## src/ddr3_tele_pkg.sv

```systemverilog
`default_nettype none

package ddr3_tele_pkg;

  // Record layout
  localparam int SNAP_WIDTH = 20;
  localparam int SEQ_WIDTH = 12;
  localparam int REC_WIDTH = SEQ_WIDTH + SNAP_WIDTH;

  // Record storage, level counts 0 to TELE_DEPTH inclusive
  localparam int TELE_DEPTH = 16;
  localparam int LEVEL_WIDTH = 5;

  // UART bit time in clock cycles
  localparam int CLKS_PER_BIT = 16;

  // Byte codes used by the dump
  localparam logic [7:0] ASCII_LF = 8'h0A;
  localparam logic [7:0] DUMP_CMD = 8'h61;  // "a"

  // Controller state as seen at the top level
  typedef struct packed {
    logic [4:0] fsm_state;
    logic [4:0] fsm_snext;
    logic [2:0] ddl_state;
    logic       cfg_rst_n;
    logic       cfg_run;
    logic       cfg_req;
    logic       cfg_ref;
    logic [2:0] cfg_cmd;
  } tele_snap_t;

  // One stored record, written as fields and read back as hex digits
  typedef union packed {
    struct packed {
      logic [SEQ_WIDTH-1:0] seq;
      tele_snap_t           snap;
    } fields;
    logic [7:0][3:0] nibbles;
  } tele_rec_t;

  typedef struct packed {
    logic       valid;
    logic [7:0] data;
  } uart_byte_t;

endpackage

`default_nettype wire

```

## src/tele_fifo.sv

```systemverilog
`timescale 1ns/1ps
`default_nettype none

module tele_fifo (
  input  wire                                    clock,
  input  wire                                    arst_n,
  input  wire                                    wr_en_i,
  input  ddr3_tele_pkg::tele_rec_t               wr_rec_i,
  input  wire                                    rd_en_i,
  output ddr3_tele_pkg::tele_rec_t               rd_rec_o,
  output logic                                   empty_o,
  output logic                                   full_o,
  output logic [ddr3_tele_pkg::LEVEL_WIDTH-1:0]  level_o
);
  import ddr3_tele_pkg::*;

  tele_rec_t mem_q [TELE_DEPTH];

  // Pointers are one bit narrower than the level, depth is a power of two
  logic [LEVEL_WIDTH-2:0] wr_ptr_q;
  logic [LEVEL_WIDTH-2:0] rd_ptr_q;
  logic [LEVEL_WIDTH-1:0] level_q;
  logic                   do_wr;
  logic                   do_rd;

  assign do_wr = wr_en_i && !full_o;
  assign do_rd = rd_en_i && !empty_o;

  always_ff @(posedge clock) begin
    if (do_wr) begin
      mem_q[wr_ptr_q] <= wr_rec_i;
    end
  end

  always_ff @(posedge clock or negedge arst_n) begin
    if (!arst_n) begin
      wr_ptr_q <= '0;
      rd_ptr_q <= '0;
      level_q  <= '0;
    end else begin
      if (do_wr) begin
        wr_ptr_q <= wr_ptr_q + 1'b1;
      end
      if (do_rd) begin
        rd_ptr_q <= rd_ptr_q + 1'b1;
      end
      case ({do_wr, do_rd})
        2'b10:   level_q <= level_q + 1'b1;
        2'b01:   level_q <= level_q - 1'b1;
        default: level_q <= level_q;
      endcase
    end
  end

  // Head record is visible without a read delay
  assign rd_rec_o = mem_q[rd_ptr_q];
  assign empty_o  = (level_q == '0);
  assign full_o   = (level_q == LEVEL_WIDTH'(TELE_DEPTH));
  assign level_o  = level_q;

endmodule

`default_nettype wire

```

## src/tele_capture.sv

```systemverilog
`timescale 1ns/1ps
`default_nettype none

module tele_capture (
  input  wire                        clock,
  input  wire                        arst_n,
  input  ddr3_tele_pkg::tele_snap_t  snap_i,
  input  wire                        dumping_i,
  input  wire                        full_i,
  output logic                       wr_en_o,
  output ddr3_tele_pkg::tele_rec_t   wr_rec_o
);
  import ddr3_tele_pkg::*;

  tele_snap_t           prev_q;
  logic [SEQ_WIDTH-1:0] seq_q;
  logic                 changed;

  assign changed = (snap_i != prev_q);

  // Store only on a change, with room left and no dump running
  assign wr_en_o = changed && !dumping_i && !full_i;

  always_comb begin
    wr_rec_o.fields.seq  = seq_q;
    wr_rec_o.fields.snap = snap_i;
  end

  always_ff @(posedge clock or negedge arst_n) begin
    if (!arst_n) begin
      prev_q <= '0;
      seq_q  <= '0;
    end else begin
      // Keeps tracking the input during a dump as well
      prev_q <= snap_i;
      if (wr_en_o) begin
        seq_q <= seq_q + 1'b1;
      end
    end
  end

endmodule

`default_nettype wire

```

## src/tele_dump.sv

```systemverilog
`timescale 1ns/1ps
`default_nettype none

module tele_dump (
  input  wire                        clock,
  input  wire                        arst_n,
  input  wire                        send_ni,
  input  ddr3_tele_pkg::uart_byte_t  rx_byte_i,
  input  ddr3_tele_pkg::tele_rec_t   rd_rec_i,
  input  wire                        empty_i,
  input  wire                        tx_ready_i,
  output logic                       rd_en_o,
  output logic                       tx_valid_o,
  output logic [7:0]                 tx_data_o,
  output logic                       dumping_o
);
  import ddr3_tele_pkg::*;

  typedef enum logic [1:0] {
    ST_IDLE,
    ST_CHECK,
    ST_HEX,
    ST_LF
  } dump_state_e;

  dump_state_e state_q;
  logic [2:0]  nib_q;
  logic        send_meta_q;
  logic        send_sync_q;
  logic        send_prev_q;
  logic        trigger;
  logic        tx_fire;

  // Upper-case hex digit
  function automatic logic [7:0] hex_ascii(input logic [3:0] nib);
    logic [7:0] ch;
    if (nib < 4'd10) begin
      ch = 8'h30 + {4'h0, nib};
    end else begin
      ch = 8'h37 + {4'h0, nib};
    end
    return ch;
  endfunction

  // Button synchronizer, idles high
  always_ff @(posedge clock or negedge arst_n) begin
    if (!arst_n) begin
      send_meta_q <= 1'b1;
      send_sync_q <= 1'b1;
      send_prev_q <= 1'b1;
    end else begin
      send_meta_q <= send_ni;
      send_sync_q <= send_meta_q;
      send_prev_q <= send_sync_q;
    end
  end

  assign trigger = (send_prev_q && !send_sync_q) ||
                   (rx_byte_i.valid && rx_byte_i.data == DUMP_CMD);

  assign tx_valid_o = (state_q == ST_HEX) || (state_q == ST_LF);
  assign tx_data_o  = (state_q == ST_LF) ? ASCII_LF : hex_ascii(rd_rec_i.nibbles[nib_q]);
  assign tx_fire    = tx_valid_o && tx_ready_i;

  // Head record leaves the FIFO once its line feed is taken
  assign rd_en_o   = (state_q == ST_LF) && tx_ready_i;
  assign dumping_o = (state_q != ST_IDLE);

  always_ff @(posedge clock or negedge arst_n) begin
    if (!arst_n) begin
      state_q <= ST_IDLE;
      nib_q   <= '0;
    end else begin
      case (state_q)
        ST_IDLE: begin
          if (trigger) begin
            state_q <= ST_CHECK;
          end
        end
        ST_CHECK: begin
          nib_q <= 3'd7;
          if (empty_i) begin
            state_q <= ST_IDLE;
          end else begin
            state_q <= ST_HEX;
          end
        end
        ST_HEX: begin
          if (tx_fire) begin
            if (nib_q == 3'd0) begin
              state_q <= ST_LF;
            end else begin
              nib_q <= nib_q - 1'b1;
            end
          end
        end
        ST_LF: begin
          if (tx_fire) begin
            state_q <= ST_CHECK;
          end
        end
        default: state_q <= ST_IDLE;
      endcase
    end
  end

endmodule

`default_nettype wire

```

## src/uart_tx.sv

```systemverilog
`timescale 1ns/1ps
`default_nettype none

module uart_tx (
  input  wire        clock,
  input  wire        arst_n,
  input  wire        valid_i,
  input  wire  [7:0] data_i,
  output logic       ready_o,
  output logic       tx_o
);
  import ddr3_tele_pkg::*;

  logic                              busy_q;
  logic [9:0]                        shift_q;
  logic [3:0]                        bit_q;
  logic [$clog2(CLKS_PER_BIT)-1:0]   clk_q;
  logic                              bit_end;

  assign bit_end = (clk_q == CLKS_PER_BIT - 1);
  assign ready_o = !busy_q;

  // Line sits on bit 0 of the frame, all ones when idle
  assign tx_o = shift_q[0];

  always_ff @(posedge clock or negedge arst_n) begin
    if (!arst_n) begin
      busy_q  <= 1'b0;
      shift_q <= '1;
      bit_q   <= '0;
      clk_q   <= '0;
    end else if (!busy_q) begin
      if (valid_i) begin
        // Stop bit, data LSB first, start bit
        shift_q <= {1'b1, data_i, 1'b0};
        busy_q  <= 1'b1;
        bit_q   <= '0;
        clk_q   <= '0;
      end
    end else begin
      if (bit_end) begin
        clk_q   <= '0;
        shift_q <= {1'b1, shift_q[9:1]};
        bit_q   <= bit_q + 1'b1;
        if (bit_q == 4'd9) begin
          busy_q <= 1'b0;
        end
      end else begin
        clk_q <= clk_q + 1'b1;
      end
    end
  end

endmodule

`default_nettype wire

```

## src/uart_rx.sv

```systemverilog
`timescale 1ns/1ps
`default_nettype none

module uart_rx (
  input  wire                        clock,
  input  wire                        arst_n,
  input  wire                        rx_i,
  output ddr3_tele_pkg::uart_byte_t  byte_o
);
  import ddr3_tele_pkg::*;

  logic                              rx_meta_q;
  logic                              rx_sync_q;
  logic                              busy_q;
  logic                              valid_q;
  logic [3:0]                        bit_q;
  logic [$clog2(CLKS_PER_BIT)-1:0]   cnt_q;
  logic [7:0]                        data_q;

  always_ff @(posedge clock or negedge arst_n) begin
    if (!arst_n) begin
      rx_meta_q <= 1'b1;
      rx_sync_q <= 1'b1;
    end else begin
      rx_meta_q <= rx_i;
      rx_sync_q <= rx_meta_q;
    end
  end

  always_ff @(posedge clock) begin
    // Data bits arrive LSB first
    if (busy_q && cnt_q == '0 && bit_q >= 4'd1 && bit_q <= 4'd8) begin
      data_q <= {rx_sync_q, data_q[7:1]};
    end
  end

  always_ff @(posedge clock or negedge arst_n) begin
    if (!arst_n) begin
      busy_q  <= 1'b0;
      valid_q <= 1'b0;
      bit_q   <= '0;
      cnt_q   <= '0;
    end else begin
      valid_q <= 1'b0;
      if (!busy_q) begin
        if (!rx_sync_q) begin
          // Half a bit to reach the middle of the start bit
          busy_q <= 1'b1;
          bit_q  <= '0;
          cnt_q  <= ($clog2(CLKS_PER_BIT))'(CLKS_PER_BIT / 2 - 1);
        end
      end else if (cnt_q != '0) begin
        cnt_q <= cnt_q - 1'b1;
      end else begin
        cnt_q <= ($clog2(CLKS_PER_BIT))'(CLKS_PER_BIT - 1);
        bit_q <= bit_q + 1'b1;
        if (bit_q == 4'd0 && rx_sync_q) begin
          // Glitch, not a real start bit
          busy_q <= 1'b0;
        end else if (bit_q == 4'd9) begin
          busy_q  <= 1'b0;
          valid_q <= rx_sync_q;
        end
      end
    end
  end

  assign byte_o.valid = valid_q;
  assign byte_o.data  = data_q;

endmodule

`default_nettype wire

```

## src/ddr3_telemetry_top.sv

```systemverilog
`timescale 1ns/1ps
`default_nettype none

module ddr3_telemetry_top (
  input  wire                                    clock,
  input  wire                                    arst_n,
  input  ddr3_tele_pkg::tele_snap_t              snap_i,
  input  wire                                    send_ni,
  input  wire                                    uart_rx_i,
  output logic                                   uart_tx_o,
  output logic                                   dumping_o,
  output logic [ddr3_tele_pkg::LEVEL_WIDTH-1:0]  tele_level_o
);
  import ddr3_tele_pkg::*;

  // Capture to FIFO
  logic       wr_en;
  tele_rec_t  wr_rec;
  logic       full;

  // FIFO to dump
  logic       rd_en;
  tele_rec_t  rd_rec;
  logic       empty;

  // Byte streams around the UART
  logic       tx_valid;
  logic       tx_ready;
  logic [7:0] tx_data;
  uart_byte_t rx_byte;

  tele_capture u_tele_capture (
    .clock     (clock),
    .arst_n    (arst_n),
    .snap_i    (snap_i),
    .dumping_i (dumping_o),
    .full_i    (full),
    .wr_en_o   (wr_en),
    .wr_rec_o  (wr_rec)
  );

  tele_fifo u_tele_fifo (
    .clock    (clock),
    .arst_n   (arst_n),
    .wr_en_i  (wr_en),
    .wr_rec_i (wr_rec),
    .rd_en_i  (rd_en),
    .rd_rec_o (rd_rec),
    .empty_o  (empty),
    .full_o   (full),
    .level_o  (tele_level_o)
  );

  tele_dump u_tele_dump (
    .clock      (clock),
    .arst_n     (arst_n),
    .send_ni    (send_ni),
    .rx_byte_i  (rx_byte),
    .rd_rec_i   (rd_rec),
    .empty_i    (empty),
    .tx_ready_i (tx_ready),
    .rd_en_o    (rd_en),
    .tx_valid_o (tx_valid),
    .tx_data_o  (tx_data),
    .dumping_o  (dumping_o)
  );

  uart_tx u_uart_tx (
    .clock   (clock),
    .arst_n  (arst_n),
    .valid_i (tx_valid),
    .data_i  (tx_data),
    .ready_o (tx_ready),
    .tx_o    (uart_tx_o)
  );

  uart_rx u_uart_rx (
    .clock  (clock),
    .arst_n (arst_n),
    .rx_i   (uart_rx_i),
    .byte_o (rx_byte)
  );

endmodule

`default_nettype wire

```

## config.mk

```make
export PLATFORM = sky130hd
export DESIGN_NAME = ddr3_telemetry_top
export DESIGN_NICKNAME = d
export VERILOG_FILES = /design/src/ddr3_tele_pkg.sv /design/src/tele_fifo.sv /design/src/tele_capture.sv /design/src/tele_dump.sv /design/src/uart_tx.sv /design/src/uart_rx.sv /design/src/ddr3_telemetry_top.sv
export SDC_FILE = /design/constraint.sdc
export NUM_CORES = 1
export LEC_CHECK = 0
export BUFFER_PORTS_ARGS = -buffer_cell sky130_fd_sc_hd__buf_2
export CORE_MARGIN = 4
export CORE_UTILIZATION = 40
export DETAILED_ROUTE_END_ITERATION = 8
export PLACE_DENSITY = 0.59
export SLEW_MARGIN = 20
export SYNTH_ARGS = -nofsm -noshare
export SYNTH_HDL_FRONTEND = slang
export SYNTH_HIERARCHICAL = 1
export SYNTH_SLANG_ARGS = --single-unit
```

## constraint.sdc

```tcl
create_clock -name clock -period 4.5 [get_ports clock]
set_input_delay 0.225 -clock clock [delete_from_list [all_inputs] [get_ports clock]]
set_output_delay 0.225 -clock clock [all_outputs]
set_load 0.03 [all_outputs]
```

## After elaboration in Yosys (flattened, before gate mapping)

Memory sizes are Yosys's and may differ from the RTL's.
Index checks and enable logic that the tools add are counted.

- Eq/ne operators: 19
- $lt $le $gt $ge: 4
- Mux-type cells: 43
- Reductions and logical operators: 33
- Add/subtract/negate cells: 12

Operators by type and width:

| cell | number |
|---|---|
| $mux 4 | 12 |
| $mux 10 | 3 |
| $add 4x1->4 const B | 5 |
| $ne 20x20->1 | 1 |
| $mux 8 | 2 |
| $mux 1 | 15 |
| $add 6x4->7 const A | 2 |
| $add 12x1->12 const B | 1 |
| $bmux 4 s3 | 1 |
| $eq 4x4->1 const B | 3 |
| $logic_and 1x1->1 | 12 |
| $mux 2 | 5 |
| $ne 2x2->1 const B | 5 |
| $pmux 5 s2 | 1 |
| $eq 8x7->1 const B | 1 |
| $logic_not 4->1 | 2 |
| $pmux 2 s4 | 1 |
| $reduce_bool 2->1 | 4 |
| $eq 2x2->1 const B | 3 |
| $mux 3 | 2 |
| $ne 2x1->1 const B | 3 |
| $pmux 3 s2 | 1 |
| $add 5x1->5 const B | 1 |
| $eq 5x5->1 const B | 1 |
| 17 further kinds | 24 |

- Flip-flop bits (word level): 92
- Output and inout port bits: 7
- Logic and storage cells: 140
- Memory bits (writable): 512
- Bits of input ports: 24
- Memories: 1

Memory list:

| memory | words | width | read ports | clocked after Yosys merged registers in | write ports | RTL line | source |
|---|---|---|---|---|---|---|---|
| u_tele_fifo.mem_q | 16 | 32 | 1 | 0 | 1 | tele_fifo.sv:17 | `tele_rec_t mem_q [TELE_DEPTH];` |

## Depth between registers and ports, before layout

Gate-level depths: netlist of run 1.
An unclocked memory read counts as a cell.

- Depth in word-level cells: 8
- Mapped depth: 16
- Gate-level depth less buffers: 15

## Cells and area by module

The synthesis of run 1 kept the hierarchy.

Modules (own cells, without submodules):

| module | area each (um2) | instances | seq. area each (um2) | cells an instance |
|---|---|---|---|---|
| tele_fifo | 20408.3 | 1 | 15700.1 | 1012 |
| tele_capture | 1497.7 | 1 | 800.8 | 119 |
| uart_tx | 910.9 | 1 | 461.7 | 84 |
| tele_dump | 872.1 | 1 | 203.9 | 77 |
| uart_rx | 847.1 | 1 | 543.0 | 65 |

## Least setup slack after synthesis of run 1

OpenSTA, ideal clock, no wires.

- Path kind: register to register
- From: register u_tele_dump.state_q[0]
- To: memory u_tele_fifo/mem_q[3][0] (netlist bit) (enable)
- Buffers on the path: 1
- Slack: 0.199 ns
- Arrival time: 3.840 ns
- Cell stages (with the launch flop): 10
- Clock period less this slack: 4.301 ns
- Library setup time: 0.461 ns
- Data required time: 4.039 ns
- Cells stage by stage: dfrtp_1 > inv_1 > ha_1 > inv_1 > nor2_1 > a21boi_2 > and2_1 > buf_2 > nand2_1 > nor3_1

- Cells in the longest elaborated chain, start to end: 7

RTL lines:

| what | RTL line | source |
|---|---|---|
| start, declared | tele_dump.sv:26 | `dump_state_e state_q;` |
| start signal, assigned | tele_dump.sv:71 | `state_q <= ST_IDLE;` |
| start signal, assigned | tele_dump.sv:77 | `state_q <= ST_CHECK;` |
| start signal, assigned | tele_dump.sv:83 | `state_q <= ST_IDLE;` |
| $reduce_bool 2->1 | tele_dump.sv:67 | `assign dumping_o = (state_q != ST_IDLE);` |
| net dumping_o | ddr3_telemetry_top.sv:11 | `output logic dumping_o,` |
| $logic_not 1->1 | tele_capture.sv:22 | `assign wr_en_o = changed && !dumping_i && !full_i;` |
| $logic_and 1x1->1 (2 in series) | tele_capture.sv:22 |  |
| net wr_en | ddr3_telemetry_top.sv:17 | `logic wr_en;` |
| $logic_and 1x1->1 | tele_fifo.sv:26 | `assign do_wr = wr_en_i && !full_o;` |
| $mux 1 | tele_fifo.sv:30 | `if (do_wr) begin` |
| $mux 1 (not written as such) | tele_fifo.sv:31 | `mem_q[wr_ptr_q] <= wr_rec_i;` |
| end, declared | tele_fifo.sv:17 |  |

The timed path passes the listed nets, and every way through them passes these cells.

==> Flow_metrics.wiki, run 1 <==
{| class="wikitable"
! Metric !! Value
|-
| Top cells by area, synth || sky130_fd_sc_hd__edfxtp_1 64%, sky130_fd_sc_hd__dfrtp_1 7.0%, sky130_fd_sc_hd__mux2i_1 5.9%
|-
| Unique cell type count in the Yosys netlist || 65
|-
| Run status || complete, no violations
|-
| Clock Skew || around 0.023 ns
|-
| Sequential area share after synthesis || 72.2%
|-
| Die Outline Area || 0.0654 mm^2
|-
| Worst min path class || primary input to async pin
|-
| Wire length of the first global-routing pass || 84100 um
|-
| Startpoint kind of the worst setup timing path || flop
|-
| Commonest non-fill, non-tap cell in the layout || sky130_fd_sc_hd__edfxtp_1
|-
| GRT Total Usage || around 17%
|-
| Ys Warns || 6
|-
| Number of gates resized after CTS || 0
|-
| Gpl congestion || 0.744
|-
| Max Fanout on Critical Path || between 40 and 50
|-
| Clock root cell || sky130_fd_sc_hd__clkbuf_16
|-
| Hold violation total from the final report || 0
|-
| Wire length after detailed routing || between 50000 and 60000 um
|-
| Initial antenna violation count || 1
|-
| Worst vdd rail ir drop || 0.000399 V
|-
| Cell at the slowest stage of the critical path || sky130_fd_sc_hd__dfrtp_4
|-
| Largest area contributor in the netlist || sky130_fd_sc_hd__edfxtp_1
|-
| Leakage power figure || around 9.3 nW
|-
| Endpoint class of the critical path || flop
|-
| I/O pin total || 31
|-
| Required time worst endpoint || 5.02 ns
|-
| Effective utilization at floorplan || 40.5%
|-
| Reg-to-reg critical path startpoint || u_tele_fifo/rd_ptr_q[0]
|-
| Cell count after synthesis || 1357
|-
| Insertion delay of the later-clocked pin in the worst-skew pair || 0.62 ns
|-
| DRC violation count after routing || 0
|-
| Max-cap viol count || 0
|-
| Number of flops mapped to enable cells by yosys || 520
|-
| Pre-antenna DRT Iters || 5
|-
| Layout cells sized above 1 || 18.8%
|-
| # H-tree levels || 2
|-
| Post-CTS setup buffer count || 0
|-
| Max_slew headroom || 41.2%
|-
| Total of endpoints with negative setup slack in the final report || 0
|-
| Post-synth net total || 1406
|-
| Worst-case clock buffer depth || 3
|-
| Post-route clock period utilization || 82.6%
|-
| Depth of the worst register-to-register path || 11
|-
| CTS tree || built
|-
| Placed cell areas || between 0.02 and 0.03 mm^2
|-
| Dominant synthesized flop cell || sky130_fd_sc_hd__edfxtp_1
|-
| CTS Hold Bufs || 23
|-
| Floorplan Core Area || between 0.06 and 0.07 mm^2
|-
| Detailed-route vias per instance || 5.60
|-
| PwrDens || 567 mW/mm^2
|-
| Detailed-route via count || 12600
|-
| Count of port buffers added during placement || 30
|-
| Avg WL per Cell || 24.9 um
|-
| Global-route congestion overflow total || 0
|-
| Setup repair after global routing missed its margin || no
|-
| Via count of the first global-routing pass || 12900
|-
| Die W || about 260 um
|-
| Total count of max-transition violations in the final report || 0
|-
| F_max || 269 MHz
|-
| Ordered cell list for the critical path || buf_12 > buf_4 > mux4_2 > a22oi_1 > nand2_1 > mux4_2 > mux2i_1 > a21oi_2 > mux2_4 > mux2i_1 > o21ai_0
|-
| Transition time at the pin with the least slew margin || 0.882 ns
|-
| Largest net degree at the start of global routing || 54
|-
| Sinks on the clock net || ~600
|-
| Top library cells by usage in the layout, fill and taps aside || 520 x sky130_fd_sc_hd__edfxtp_1, 144 x sky130_fd_sc_hd__mux2i_1, 66 x sky130_fd_sc_hd__dfrtp_1
|-
| Layout net count || about 1500
|-
| Post-route minimum period || 3.72 ns
|-
| Fraction of synthesized cell area taken by the top area cell type || between 60% and 70%
|-
| Num CTS Buffers || 59
|-
| Final-layout setup total negative slack || 0 ns
|-
| Classification of the worst setup path || flop to flop
|-
| FFs w/ async S/R, synth || 13.8%
|-
| Reg clk slew, reported paths || 0.06 ns
|-
| Design area || 0.0277 mm^2
|-
| Post-Syn Area per Cell || 18.1 um^2
|-
| Number of register bits inferred by synthesis || 603
|-
| Placed wire-length estimate || approximately 30000 um
|-
| Arrival time of the worst setup path || 4.23 ns
|-
| Syn-to-layout area delta || 13.1%
|-
| Delay of the slowest cell on the worst path || 0.73 ns
|-
| Reg-to-reg slack, setup || 0.78 ns
|-
| Detailed router's first-iteration violation count || roughly 1200
|-
| # rows || 90
|-
| Netlist Area Pre-Place || 0.0245 mm^2
|-
| Vertical extent of the die || 256 um
|-
| Reg2Reg Capture Point || u_uart_tx/shift_q[1]
|-
| Number of nets with antenna violations after detailed routing || 0
|}
registers in the layout, summed over array words and instances (netlist names), 2 cells and up:
name                   count
u_tele_capture/prev_q     20
u_uart_tx/clk_q            4
u_uart_tx/shift_q          9
u_tele_fifo/wr_ptr_q       4
u_uart_rx/cnt_q            4
u_tele_fifo/level_o        5
u_tele_capture/seq_q      12
u_uart_rx/bit_q            4
u_tele_fifo/rd_ptr_q       4
u_tele_dump/nib_q          3
u_tele_dump/state_q        2
u_tele_fifo/mem_q        512
u_uart_rx/data_q           8
u_uart_tx/bit_q            4
worst max-delay path, delay by kind of cell (launching register included):
family | cells | cell delay, ns
compound gates | 3 | 0.37
buf+inv | 2 | 0.64
flops | 1 | 0.73
mux | 5 | 1.72
simple gates | 1 | 0.14
synth_stat cells, types with 18 or more instances:
cell type                  instances
sky130_fd_sc_hd__dfrtp_1          69
sky130_fd_sc_hd__buf_6            18
sky130_fd_sc_hd__nand2_1          56
sky130_fd_sc_hd__clkbuf_1         22
sky130_fd_sc_hd__buf_4            28
sky130_fd_sc_hd__xnor2_1          30
sky130_fd_sc_hd__nor2_1           21
sky130_fd_sc_hd__a221oi_1         64
sky130_fd_sc_hd__buf_2            23
sky130_fd_sc_hd__o21ai_0          55
sky130_fd_sc_hd__mux2i_1         144
sky130_fd_sc_hd__ha_1             24
sky130_fd_sc_hd__inv_1            25
sky130_fd_sc_hd__mux4_2           63
sky130_fd_sc_hd__edfxtp_1        520
sky130_fd_sc_hd__a22oi_1          34
metal layers:
metal  wire [um]  global-route usage, %
met1       24900                   24.0
met2       27300                   27.8
met3        2800                   3.00
met4         985                   3.99
met5          13                      0
power breakdown:
part | internal, mW | total [mW] | switching [mW]
combinational | 1.48 | 3.35 | 1.87
sequential | 6.99 | 7.61 | 0.620
clock | 2.71 | 4.77 | 2.05
through the flow:
stage               worst slack [ns]  util [%]  hold WS [ns]  cells  total power, mW
floorplan                      0.199         -       -0.0706   1357             10.1
global placement               0.820      42.3         0.331   2116             11.0
detailed placement             0.807      42.3         0.335   2116             11.1
CTS                            0.764      45.8         0.227   2251             15.9
global route                   0.432      45.8         0.252   2251             16.5
finish                         0.785      45.8         0.271   2252             15.7
cell families (layout without fill, tap and decap cells):
kind of cell               count (synthesis)  after routing  share of synthesized area (%)
buffers and inverters                    118            230                           2.97
AOI/OAI and AO/OA                        195            195                           5.89
adders and majority gates                 25             25                           1.31
xor gates and xnor gates                  43             43                           1.53
DFF                                      603            603                           72.2
and+or+nand+nor                          150            150                           3.09
other                                      1              2                         0.0153
muxes                                    222            222                           13.0
layout make-up:
| cell class | instances | area (um^2) |
|---|---|---|
| fillers | 5105 | 32800 |
| flip-flops and latches | 603 | 17700 |
| multi-input cells | 636 | 6220 |
| clock buffers | 83 | 1640 |
| well taps | 782 | 978 |
| repair buffers | 93 | 846 |
| clock inverters | 29 | 240 |
| inverters | 25 | 93.8 |
| diodes | 1 | 2.50 |
worst max-delay path by stage:
stage / startpoint / endpoint
4_1_cts: u_tele_fifo/rd_ptr_q[0] / u_uart_tx/shift_q[5]
3_5_place_dp: snap_i[2] / u_tele_fifo/level_o[4]
6_report: u_tele_fifo/rd_ptr_q[0] / u_uart_tx/shift_q[1]
3_3_place_gp: u_tele_fifo/rd_ptr_q[0] / u_uart_tx/shift_q[5]
2_1_floorplan: u_tele_dump/state_q[0] / u_tele_fifo/mem_q[3][0]
5_1_grt: u_tele_fifo/rd_ptr_q[0] / u_uart_tx/shift_q[5]
(Power assumes the default switching activity.)
==> run 2, diff against run 1 <==
==> constraint.sdc (replaced) <==
create_clock -name clock -period 3.5 [get_ports clock]
set_input_delay 0.175 -clock clock [delete_from_list [all_inputs] [get_ports clock]]
set_output_delay 0.175 -clock clock [all_outputs]
set_load 0.03 [all_outputs]
==> run 2 against run 1 <==
Total power up 32%. Final area up 1.9%. Wire length down 0.80%. Non-clock buffer count up 32. Flip-flop and latch count unchanged. Via count up 0.41%. Critical path type unchanged. Die area unchanged. Register-to-register slack worse by 0.62 ns.
==> Flow_metrics.wiki, run 2 (synthesized netlist as in run 1, its figures left out) <==
{| class="wikitable"
! Metric !! Value
|-
| Run status || complete, no violations (unchanged)
|-
| Count of port buffers added during placement || 30 (unchanged)
|-
| Detailed-route via count || 12700 (was 12600)
|-
| Total of endpoints with negative setup slack in the final report || 0 (unchanged)
|-
| Layout cells sized above 1 || 21.1% (was 18.8%)
|-
| Largest net degree at the start of global routing || 50 (was 54)
|-
| Sinks on the clock net || 603 (unchanged)
|-
| Hold violation total from the final report || 0 (unchanged)
|-
| Clock root cell || sky130_fd_sc_hd__clkbuf_16 (unchanged)
|-
| Delay of the slowest cell on the worst path || 0.55 ns (was 0.73 ns)
|-
| Design Power || 20.7 mW (was 15.7 mW)
|-
| Max Fanout on Critical Path || 17 (was 44)
|-
| Final standard cell count with taps included and fillers excluded || 2282 (was 2252)
|-
| Utilization of the core after routing || 46.6% (was 45.8%)
|-
| Layout net count || 1498 (was 1467)
|-
| Vertical extent of the die || 256 um (unchanged)
|-
| CTS tree || built (unchanged)
|-
| Number of nets with antenna violations after detailed routing || 0 (unchanged)
|-
| Reg2Reg Capture Point || u_uart_tx/shift_q[3] (was u_uart_tx/shift_q[1])
|-
| Max-cap viol count || 0 (unchanged)
|-
| Register with the highest flop count || u_tele_fifo/mem_q (unchanged)
|-
| Top library cells by usage in the layout, fill and taps aside || 520 x sky130_fd_sc_hd__edfxtp_1, 142 x sky130_fd_sc_hd__mux2i_1, 66 x sky130_fd_sc_hd__dfrtp_1 (was 520 x sky130_fd_sc_hd__edfxtp_1, 144 x sky130_fd_sc_hd__mux2i_1, 66 x sky130_fd_sc_hd__dfrtp_1)
|-
| Ordered cell list for the critical path || buf_12 > buf_16 > buf_4 > mux4_2 > a22oi_1 > nand2_1 > mux4_2 > mux2_4 > a21o_1 > a21oi_2 > mux2i_1 > o21ai_0 (was buf_12 > buf_4 > mux4_2 > a22oi_1 > nand2_1 > mux4_2 > mux2i_1 > a21oi_2 > mux2_4 > mux2i_1 > o21ai_0)
|-
| Reg-to-reg slack, setup || 0.16 ns (was 0.78 ns)
|-
| Post-route minimum period || 3.34 ns (was 3.72 ns)
|-
| Transition time at the pin with the least slew margin || 0.817 ns (was 0.882 ns)
|-
| Clock Skew || 0.0239 ns (was 0.0234 ns)
|-
| Gpl congestion || 0.775 (was 0.744)
|-
| Reg clk slew, reported paths || 0.06 ns (about the same)
|-
| Final setup margin || 0.164 ns (was 0.785 ns)
|-
| Die Outline Area || 0.0654 mm^2 (unchanged)
|-
| Switching part of the total power || 28.8% (was 28.9%)
|-
| Crit-path leading delay family || multiplexers (unchanged)
|-
| Arrival time of the worst setup path || 3.89 ns (was 4.23 ns)
|-
| Via count of the first global-routing pass || 12600 (was 12900)
|-
| Wire length of the first global-routing pass || 82200 um (was 84100 um)
|-
| Reported net switching power || 5.97 mW (was 4.54 mW)
|-
| Initial antenna violation count || 2 (was 1)
|-
| Fraction of power consumed by sequential logic || 47.0% (was 48.4%)
|-
| Placed wire-length estimate || 31200 um (was 29900 um)
|-
| Worst min path class || primary input to async pin (unchanged)
|-
| DRC violation count after routing || 0 (unchanged)
|-
| Worst vdd rail ir drop || 0.000441 V (was 0.000399 V)
|-
| Clock power share || 30.4% (was 30.3%)
|-
| Endpoint class of the critical path || flop (unchanged)
|-
| F_max || 300 MHz (was 269 MHz)
|-
| Effective utilization at floorplan || 40.5% (unchanged)
|-
| Insertion delay of the later-clocked pin in the worst-skew pair || 0.64 ns (was 0.62 ns)
|-
| Classification of the worst setup path || flop to flop (unchanged)
|-
| Syn-to-layout area delta || 15.2% (was 13.1%)
|-
| Internal power component || 14.7 mW (was 11.2 mW)
|-
| Worst-case clock buffer depth || 3 (unchanged)
|-
| I/O pin total || 31 (unchanged)
|-
| Cell at the slowest stage of the critical path || sky130_fd_sc_hd__mux4_2 (was sky130_fd_sc_hd__dfrtp_4)
|-
| Commonest non-fill, non-tap cell in the layout || sky130_fd_sc_hd__edfxtp_1 (unchanged)
|-
| # H-tree levels || 2 (unchanged)
|-
| Depth of the worst register-to-register path || 12 (was 11)
|-
| Detailed-route vias per instance || 5.55 (was 5.60)
|-
| Detailed router's first-iteration violation count || 1079 (was 1150)
|-
| Most frequent CP cell || sky130_fd_sc_hd__mux4_2
|-
| Num CTS Buffers || 58 (was 59)
|-
| Largest register FFs || 512 (unchanged)
|-
| Pre-antenna DRT Iters || 5 (unchanged)
|-
| Filler cell count || 5085 (was 5105)
|-
| Avg WL per Cell || 24.4 um (was 24.9 um)
|-
| Startpoint kind of the worst setup timing path || flop (unchanged)
|-
| Number of cells in the design after placement || 2140 (was 2116)
|-
| Global-route congestion overflow total || 0 (unchanged)
|-
| Reg-to-reg critical path startpoint || u_tele_fifo/rd_ptr_q[0] (unchanged)
|-
| GRT Total Usage || 16.6% (was 17.0%)
|-
| Leakage power figure || 9.59 nW (was 9.33 nW)
|-
| Floorplan Core Area || 0.0606 mm^2 (unchanged)
|-
| Die W || 256 um (unchanged)
|-
| # rows || 90 (unchanged)
|-
| Buffering stage count on the worst path with inverters included || 3 (was 2)
|-
| PwrDens || 733 mW/mm^2 (was 567 mW/mm^2)
|-
| Post-route clock period utilization || 95.3% (was 82.6%)
|-
| Top flop regs || u_tele_fifo/mem_q x512, u_tele_capture/prev_q x20, u_tele_capture/seq_q x12 (unchanged)
|-
| Portion of total power attributed to combinational logic || 22.7% (was 21.3%)
|-
| Wire length after detailed routing || 55600 um (was 56000 um)
|-
| Max_slew headroom || 45.5% (was 41.2%)
|-
| Setup slack at placement || 0.139 ns (was 0.807 ns)
|-
| Required time worst endpoint || 4.05 ns (was 5.02 ns)
|-
| Total count of max-transition violations in the final report || 0 (unchanged)
|}
## run 2: power by group through the flow
stage | sequential, mW | clock [mW] | combinational [mW]
after global placement | 9.82 | 0 | 4.46
after CTS | 9.73 | 6.44 | 4.58
after detailed placement | 9.88 | 0 | 4.54
after global routing | 9.83 | 6.73 | 5.08
after floorplan | 9.60 | 0 | 3.36
final | 9.72 | 6.28 | 4.70
## run 2: metal layers
| metal | vias up | global-route usage, % | wire (um) |
|---|---|---|---|
| met5 | - | 0 | 11 |
| met4 | 2 | 3.78 | 1090 |
| met2 | 312 | 26.7 | 26500 |
| met1 | 6661 | 24.0 | 25300 |
| li1 | 5600 | - | - |
| met3 | 81 | 2.82 | 2700 |
## run 2: per-stage QoR
step	hold WS, ns	cell area (um^2)	TNS, ns
5_1_grt	0.179	28300	-0.00279
3_3_place_gp	0.280	26000	0
3_5_place_dp	0.282	26000	0
6_report	0.176	28300	0
4_1_cts	0.152	28100	0
2_1_floorplan	-0.121	24600	0
## run 2: area by class of cell
type / instances / area, um^2 / area share [%]
sequential: 603 / 17700 / 62.7
multi-input combinational: 636 / 6250 / 22.1
clock inverter: 35 / 348 / 1.23
antenna: 1 / 2.50 / 0.00886
tap: 782 / 978 / 3.46
timing repair buffer: 125 / 1280 / 4.52
clock buffer: 75 / 1590 / 5.61
inverter: 25 / 93.8 / 0.332
## run 2: what timing repair did
item,4_1_cts,5_1_grt
setup buffers,0,6
hold endpoints to repair,382,0
setup endpoints to repair,0,5
hold buffers,23,0
gates resized for setup,0,6
## run 2: worst max-delay path by stage
stage / start / endpoint / cells past startpoint
after CTS: u_tele_fifo/rd_ptr_q[0] / u_uart_tx/shift_q[7] / 11
after detailed placement: u_tele_fifo/rd_ptr_q[0] / u_uart_tx/shift_q[7] / 11
final: u_tele_fifo/rd_ptr_q[0] / u_uart_tx/shift_q[3] / 12
after global placement: u_tele_fifo/rd_ptr_q[0] / u_uart_tx/shift_q[3] / 11
after floorplan: u_tele_dump/state_q[0] / u_tele_fifo/mem_q[15][0] / 9
after global routing: u_tele_fifo/rd_ptr_q[0] / u_uart_tx/shift_q[5] / 12
==> run 3, diff against run 2 <==
--- a/config.mk
+++ b/config.mk
@@ -6,6 +6,7 @@
 export NUM_CORES = 1
 export LEC_CHECK = 0
 export BUFFER_PORTS_ARGS = -buffer_cell sky130_fd_sc_hd__buf_2
+export CORE_ASPECT_RATIO = 0.6
 export CORE_MARGIN = 4
 export CORE_UTILIZATION = 40
 export DETAILED_ROUTE_END_ITERATION = 8
==> run 3 against run 2 <==
Critical endpoint is now u_uart_tx/shift_q[1]. Sequential share of layout area fell by 0.12 points. Core utilization fell by 0.065 points. Die area rose by 0.20%.
==> Flow_metrics.wiki, run 3 (synthesized netlist as in run 1, its figures left out) <==
{| class="wikitable"
! Metric !! Value
|-
| Worst-case clock buffer depth || 3 (unchanged)
|-
| Count of port buffers added during placement || 30 (unchanged)
|-
| Transition time at the pin with the least slew margin || 0.968 ns (was 0.817 ns)
|-
| Wire length of the first global-routing pass || 86500 um (was 82200 um)
|-
| I/O pin total || 31 (unchanged)
|-
| Placed cell areas || 0.0262 mm^2 (was 0.0260 mm^2)
|-
| Max-cap viol count || 0 (unchanged)
|-
| Global-route congestion overflow total || 0 (unchanged)
|-
| Reg clk slew, reported paths || 0.07 ns (was 0.06 ns)
|-
| Vertical extent of the die || 200 um (was 256 um)
|-
| Syn-to-layout area delta || 15.4% (was 15.2%)
|-
| Num CTS Buffers || 54 (was 58)
|-
| Leakage power figure || 9.58 nW (was 9.59 nW)
|-
| Die Outline Area || 0.0655 mm^2 (was 0.0654 mm^2)
|-
| Clock root cell || sky130_fd_sc_hd__clkbuf_16 (unchanged)
|-
| Setup repair after global routing missed its margin || yes
|-
| Die W || 328 um (was 256 um)
|-
| Floorplan Core Area || 0.0608 mm^2 (was 0.0606 mm^2)
|-
| Sinks on the clock net || 603 (unchanged)
|-
| Top library cells by usage in the layout, fill and taps aside || 520 x sky130_fd_sc_hd__edfxtp_1, 143 x sky130_fd_sc_hd__mux2i_1, 66 x sky130_fd_sc_hd__dfrtp_1 (was 520 x sky130_fd_sc_hd__edfxtp_1, 142 x sky130_fd_sc_hd__mux2i_1, 66 x sky130_fd_sc_hd__dfrtp_1)
|-
| Largest register FFs || 512 (unchanged)
|-
| Detailed-route via count || 12900 (was 12700)
|-
| Worst-case hold slack || 0.116 ns (was 0.176 ns)
|-
| Max Fanout on Critical Path || 16 (was 17)
|-
| Pre-antenna DRT Iters || 7 (was 5)
|-
| Effective utilization at floorplan || 40.4% (was 40.5%)
|-
| Worst vdd rail ir drop || 0.000393 V (was 0.000441 V)
|-
| # rows || 70 (was 90)
|-
| Total count of max-transition violations in the final report || 0 (unchanged)
|-
| Utilization of the core after routing || 46.6% (about the same)
|-
| Post-route clock period utilization || 97.2% (was 95.3%)
|-
| Gpl congestion || 0.752 (was 0.775)
|-
| Run status || complete, no violations (unchanged)
|-
| # H-tree levels || 2 (unchanged)
|-
| Final-layout setup total negative slack || 0 ns (unchanged)
|-
| Avg WL per Cell || 24.9 um (was 24.4 um)
|-
| Arrival time of the worst setup path || 3.94 ns (was 3.89 ns)
|-
| Worst min path class || primary input to async pin (unchanged)
|-
| Number of cells in the design after placement || 2202 (was 2140)
|-
| Register with the highest flop count || u_tele_fifo/mem_q (unchanged)
|-
| Insertion delay of the later-clocked pin in the worst-skew pair || 0.62 ns (was 0.64 ns)
|-
| Reg-to-reg critical path startpoint || u_tele_fifo/rd_ptr_q[0] (unchanged)
|-
| Initial antenna violation count || 1 (was 2)
|-
| Startpoint kind of the worst setup timing path || flop (unchanged)
|-
| PwrDens || 725 mW/mm^2 (was 733 mW/mm^2)
|-
| Top flop regs || u_tele_fifo/mem_q x512, u_tele_capture/prev_q x20, u_tele_capture/seq_q x12 (unchanged)
|-
| Wire length after detailed routing || 58200 um (was 55600 um)
|-
| Hold violation total from the final report || 0 (unchanged)
|-
| DRC violation count after routing || 0 (unchanged)
|-
| F_max || 294 MHz (was 300 MHz)
|-
| Depth of the worst register-to-register path || 12 (unchanged)
|-
| CTS tree || built (unchanged)
|-
| Final standard cell count with taps included and fillers excluded || 2338 (was 2282)
|-
| Reg2Reg Capture Point || u_uart_tx/shift_q[1] (was u_uart_tx/shift_q[3])
|-
| Design Power || 20.5 mW (was 20.7 mW)
|-
| Number of nets with antenna violations after detailed routing || 0 (unchanged)
|-
| Final setup margin || 0.0995 ns (was 0.164 ns)
|-
| Detailed router's first-iteration violation count || 1240 (was 1079)
|-
| Commonest non-fill, non-tap cell in the layout || sky130_fd_sc_hd__edfxtp_1 (unchanged)
|-
| Clock Skew || 0.0204 ns (was 0.0239 ns)
|-
| Setup slack at placement || 0.0625 ns (was 0.139 ns)
|-
| Layout cells sized above 1 || 21.6% (was 21.1%)
|-
| Design area || 0.0283 mm^2 (about the same)
|-
| Post-route minimum period || 3.40 ns (was 3.34 ns)
|-
| Reg-to-reg slack, setup || 0.1 ns (was 0.16 ns)
|-
| Max_slew headroom || 35.5% (was 45.5%)
|-
| GRT Total Usage || 18.0% (was 16.6%)
|-
| Endpoint class of the critical path || flop (unchanged)
|-
| Required time worst endpoint || 4.04 ns (was 4.05 ns)
|-
| Largest net degree at the start of global routing || 48 (was 50)
|-
| Classification of the worst setup path || flop to flop (unchanged)
|-
| Detailed-route vias per instance || 5.50 (was 5.55)
|-
| Placed wire-length estimate || 33000 um (was 31200 um)
|-
| Total of endpoints with negative setup slack in the final report || 0 (unchanged)
|-
| Via count of the first global-routing pass || 12700 (was 12600)
|-
| Layout net count || 1514 (was 1498)
|}
## run 3: cell types whose count changed in the layout (fill, tap and decap cells not counted), moves of 2 or more
cell,before,now
sky130_fd_sc_hd__a221oi_1,64,62
sky130_fd_sc_hd__xnor2_2,0,2
sky130_fd_sc_hd__inv_6,1,6
sky130_fd_sc_hd__buf_4,46,64
sky130_fd_sc_hd__buf_12,22,25
sky130_fd_sc_hd__clkbuf_8,7,1
sky130_fd_sc_hd__clkinv_2,17,4
sky130_fd_sc_hd__clkbuf_16,60,55
sky130_fd_sc_hd__xnor2_1,30,28
sky130_fd_sc_hd__a221oi_2,0,2
sky130_fd_sc_hd__clkinvlp_4,3,6
sky130_fd_sc_hd__clkbuf_1,10,14
sky130_fd_sc_hd__clkinv_4,1,3
## run 3: worst max-delay path by stage
stage / cells after the start / slack [ns] / start / to
floorplan: 9 / 0.06 / u_tele_dump/state_q[0] / u_tele_fifo/mem_q[15][0]
global placement: 15 / 0.07 / u_tele_capture/prev_q[17] / u_tele_fifo/level_o[4]
detailed placement: 15 / 0.06 / u_tele_capture/prev_q[17] / u_tele_fifo/level_o[4]
CTS: 15 / 0.02 / u_tele_capture/prev_q[17] / u_tele_fifo/level_o[4]
global route: 12 / -0.05 / u_tele_fifo/rd_ptr_q[0] / u_uart_tx/shift_q[1]
finish: 12 / 0.1 / u_tele_fifo/rd_ptr_q[0] / u_uart_tx/shift_q[1]
## run 3: repair_timing
| item | 4_1_cts | 5_1_grt |
|---|---|---|
| gates resized for setup | 0 | 8 |
| endpoints found under the hold margin | 322 | 0 |
| hold buffers | 23 | 0 |
| buffers inserted | 0 | 11 |
| endpoints found under the setup margin | 0 | 6 |
## run 3: area by class of cell
type	count	area (um^2)
clock inverters	31	307
well taps	828	1040
diodes	1	2.50
inverters	25	93.8
clock buffers	69	1420
flip-flops and latches	603	17700
repair buffers	145	1450
multi-input cells	636	6280
fillers	5151	32500
## run 3: layer usage
metal | track usage [%] | up-vias | wire length, um
met2 | 25.7 | 432 | 24900
li1 | - | 5664 | -
met1 | 27.8 | 6700 | 27600
met4 | 3.73 | 2 | 802
met5 | 0 | - | 9
met3 | 4.63 | 59 | 4950
## run 3: critical path: stages, from the launching register on
cell	delay [ns]
sky130_fd_sc_hd__dfrtp_4	0.49
sky130_fd_sc_hd__buf_12	0.20
sky130_fd_sc_hd__buf_12	0.20
sky130_fd_sc_hd__buf_4	0.19
sky130_fd_sc_hd__mux4_2	0.50
sky130_fd_sc_hd__a22oi_1	0.20
sky130_fd_sc_hd__nand2_1	0.09
sky130_fd_sc_hd__mux4_2	0.51
sky130_fd_sc_hd__mux2i_4	0.29
sky130_fd_sc_hd__a21oi_2	0.12
sky130_fd_sc_hd__mux2_4	0.31
sky130_fd_sc_hd__mux2i_1	0.12
sky130_fd_sc_hd__o21ai_0	0.09
## run 3: where the power goes
part / internal (mW) / leakage (nW) / switching [mW] / total [mW]
clock network: 3.19 / 0.820 / 2.67 / 5.86
logic: 2.30 / 3.15 / 2.68 / 4.98
registers: 8.98 / 5.61 / 0.694 / 9.68
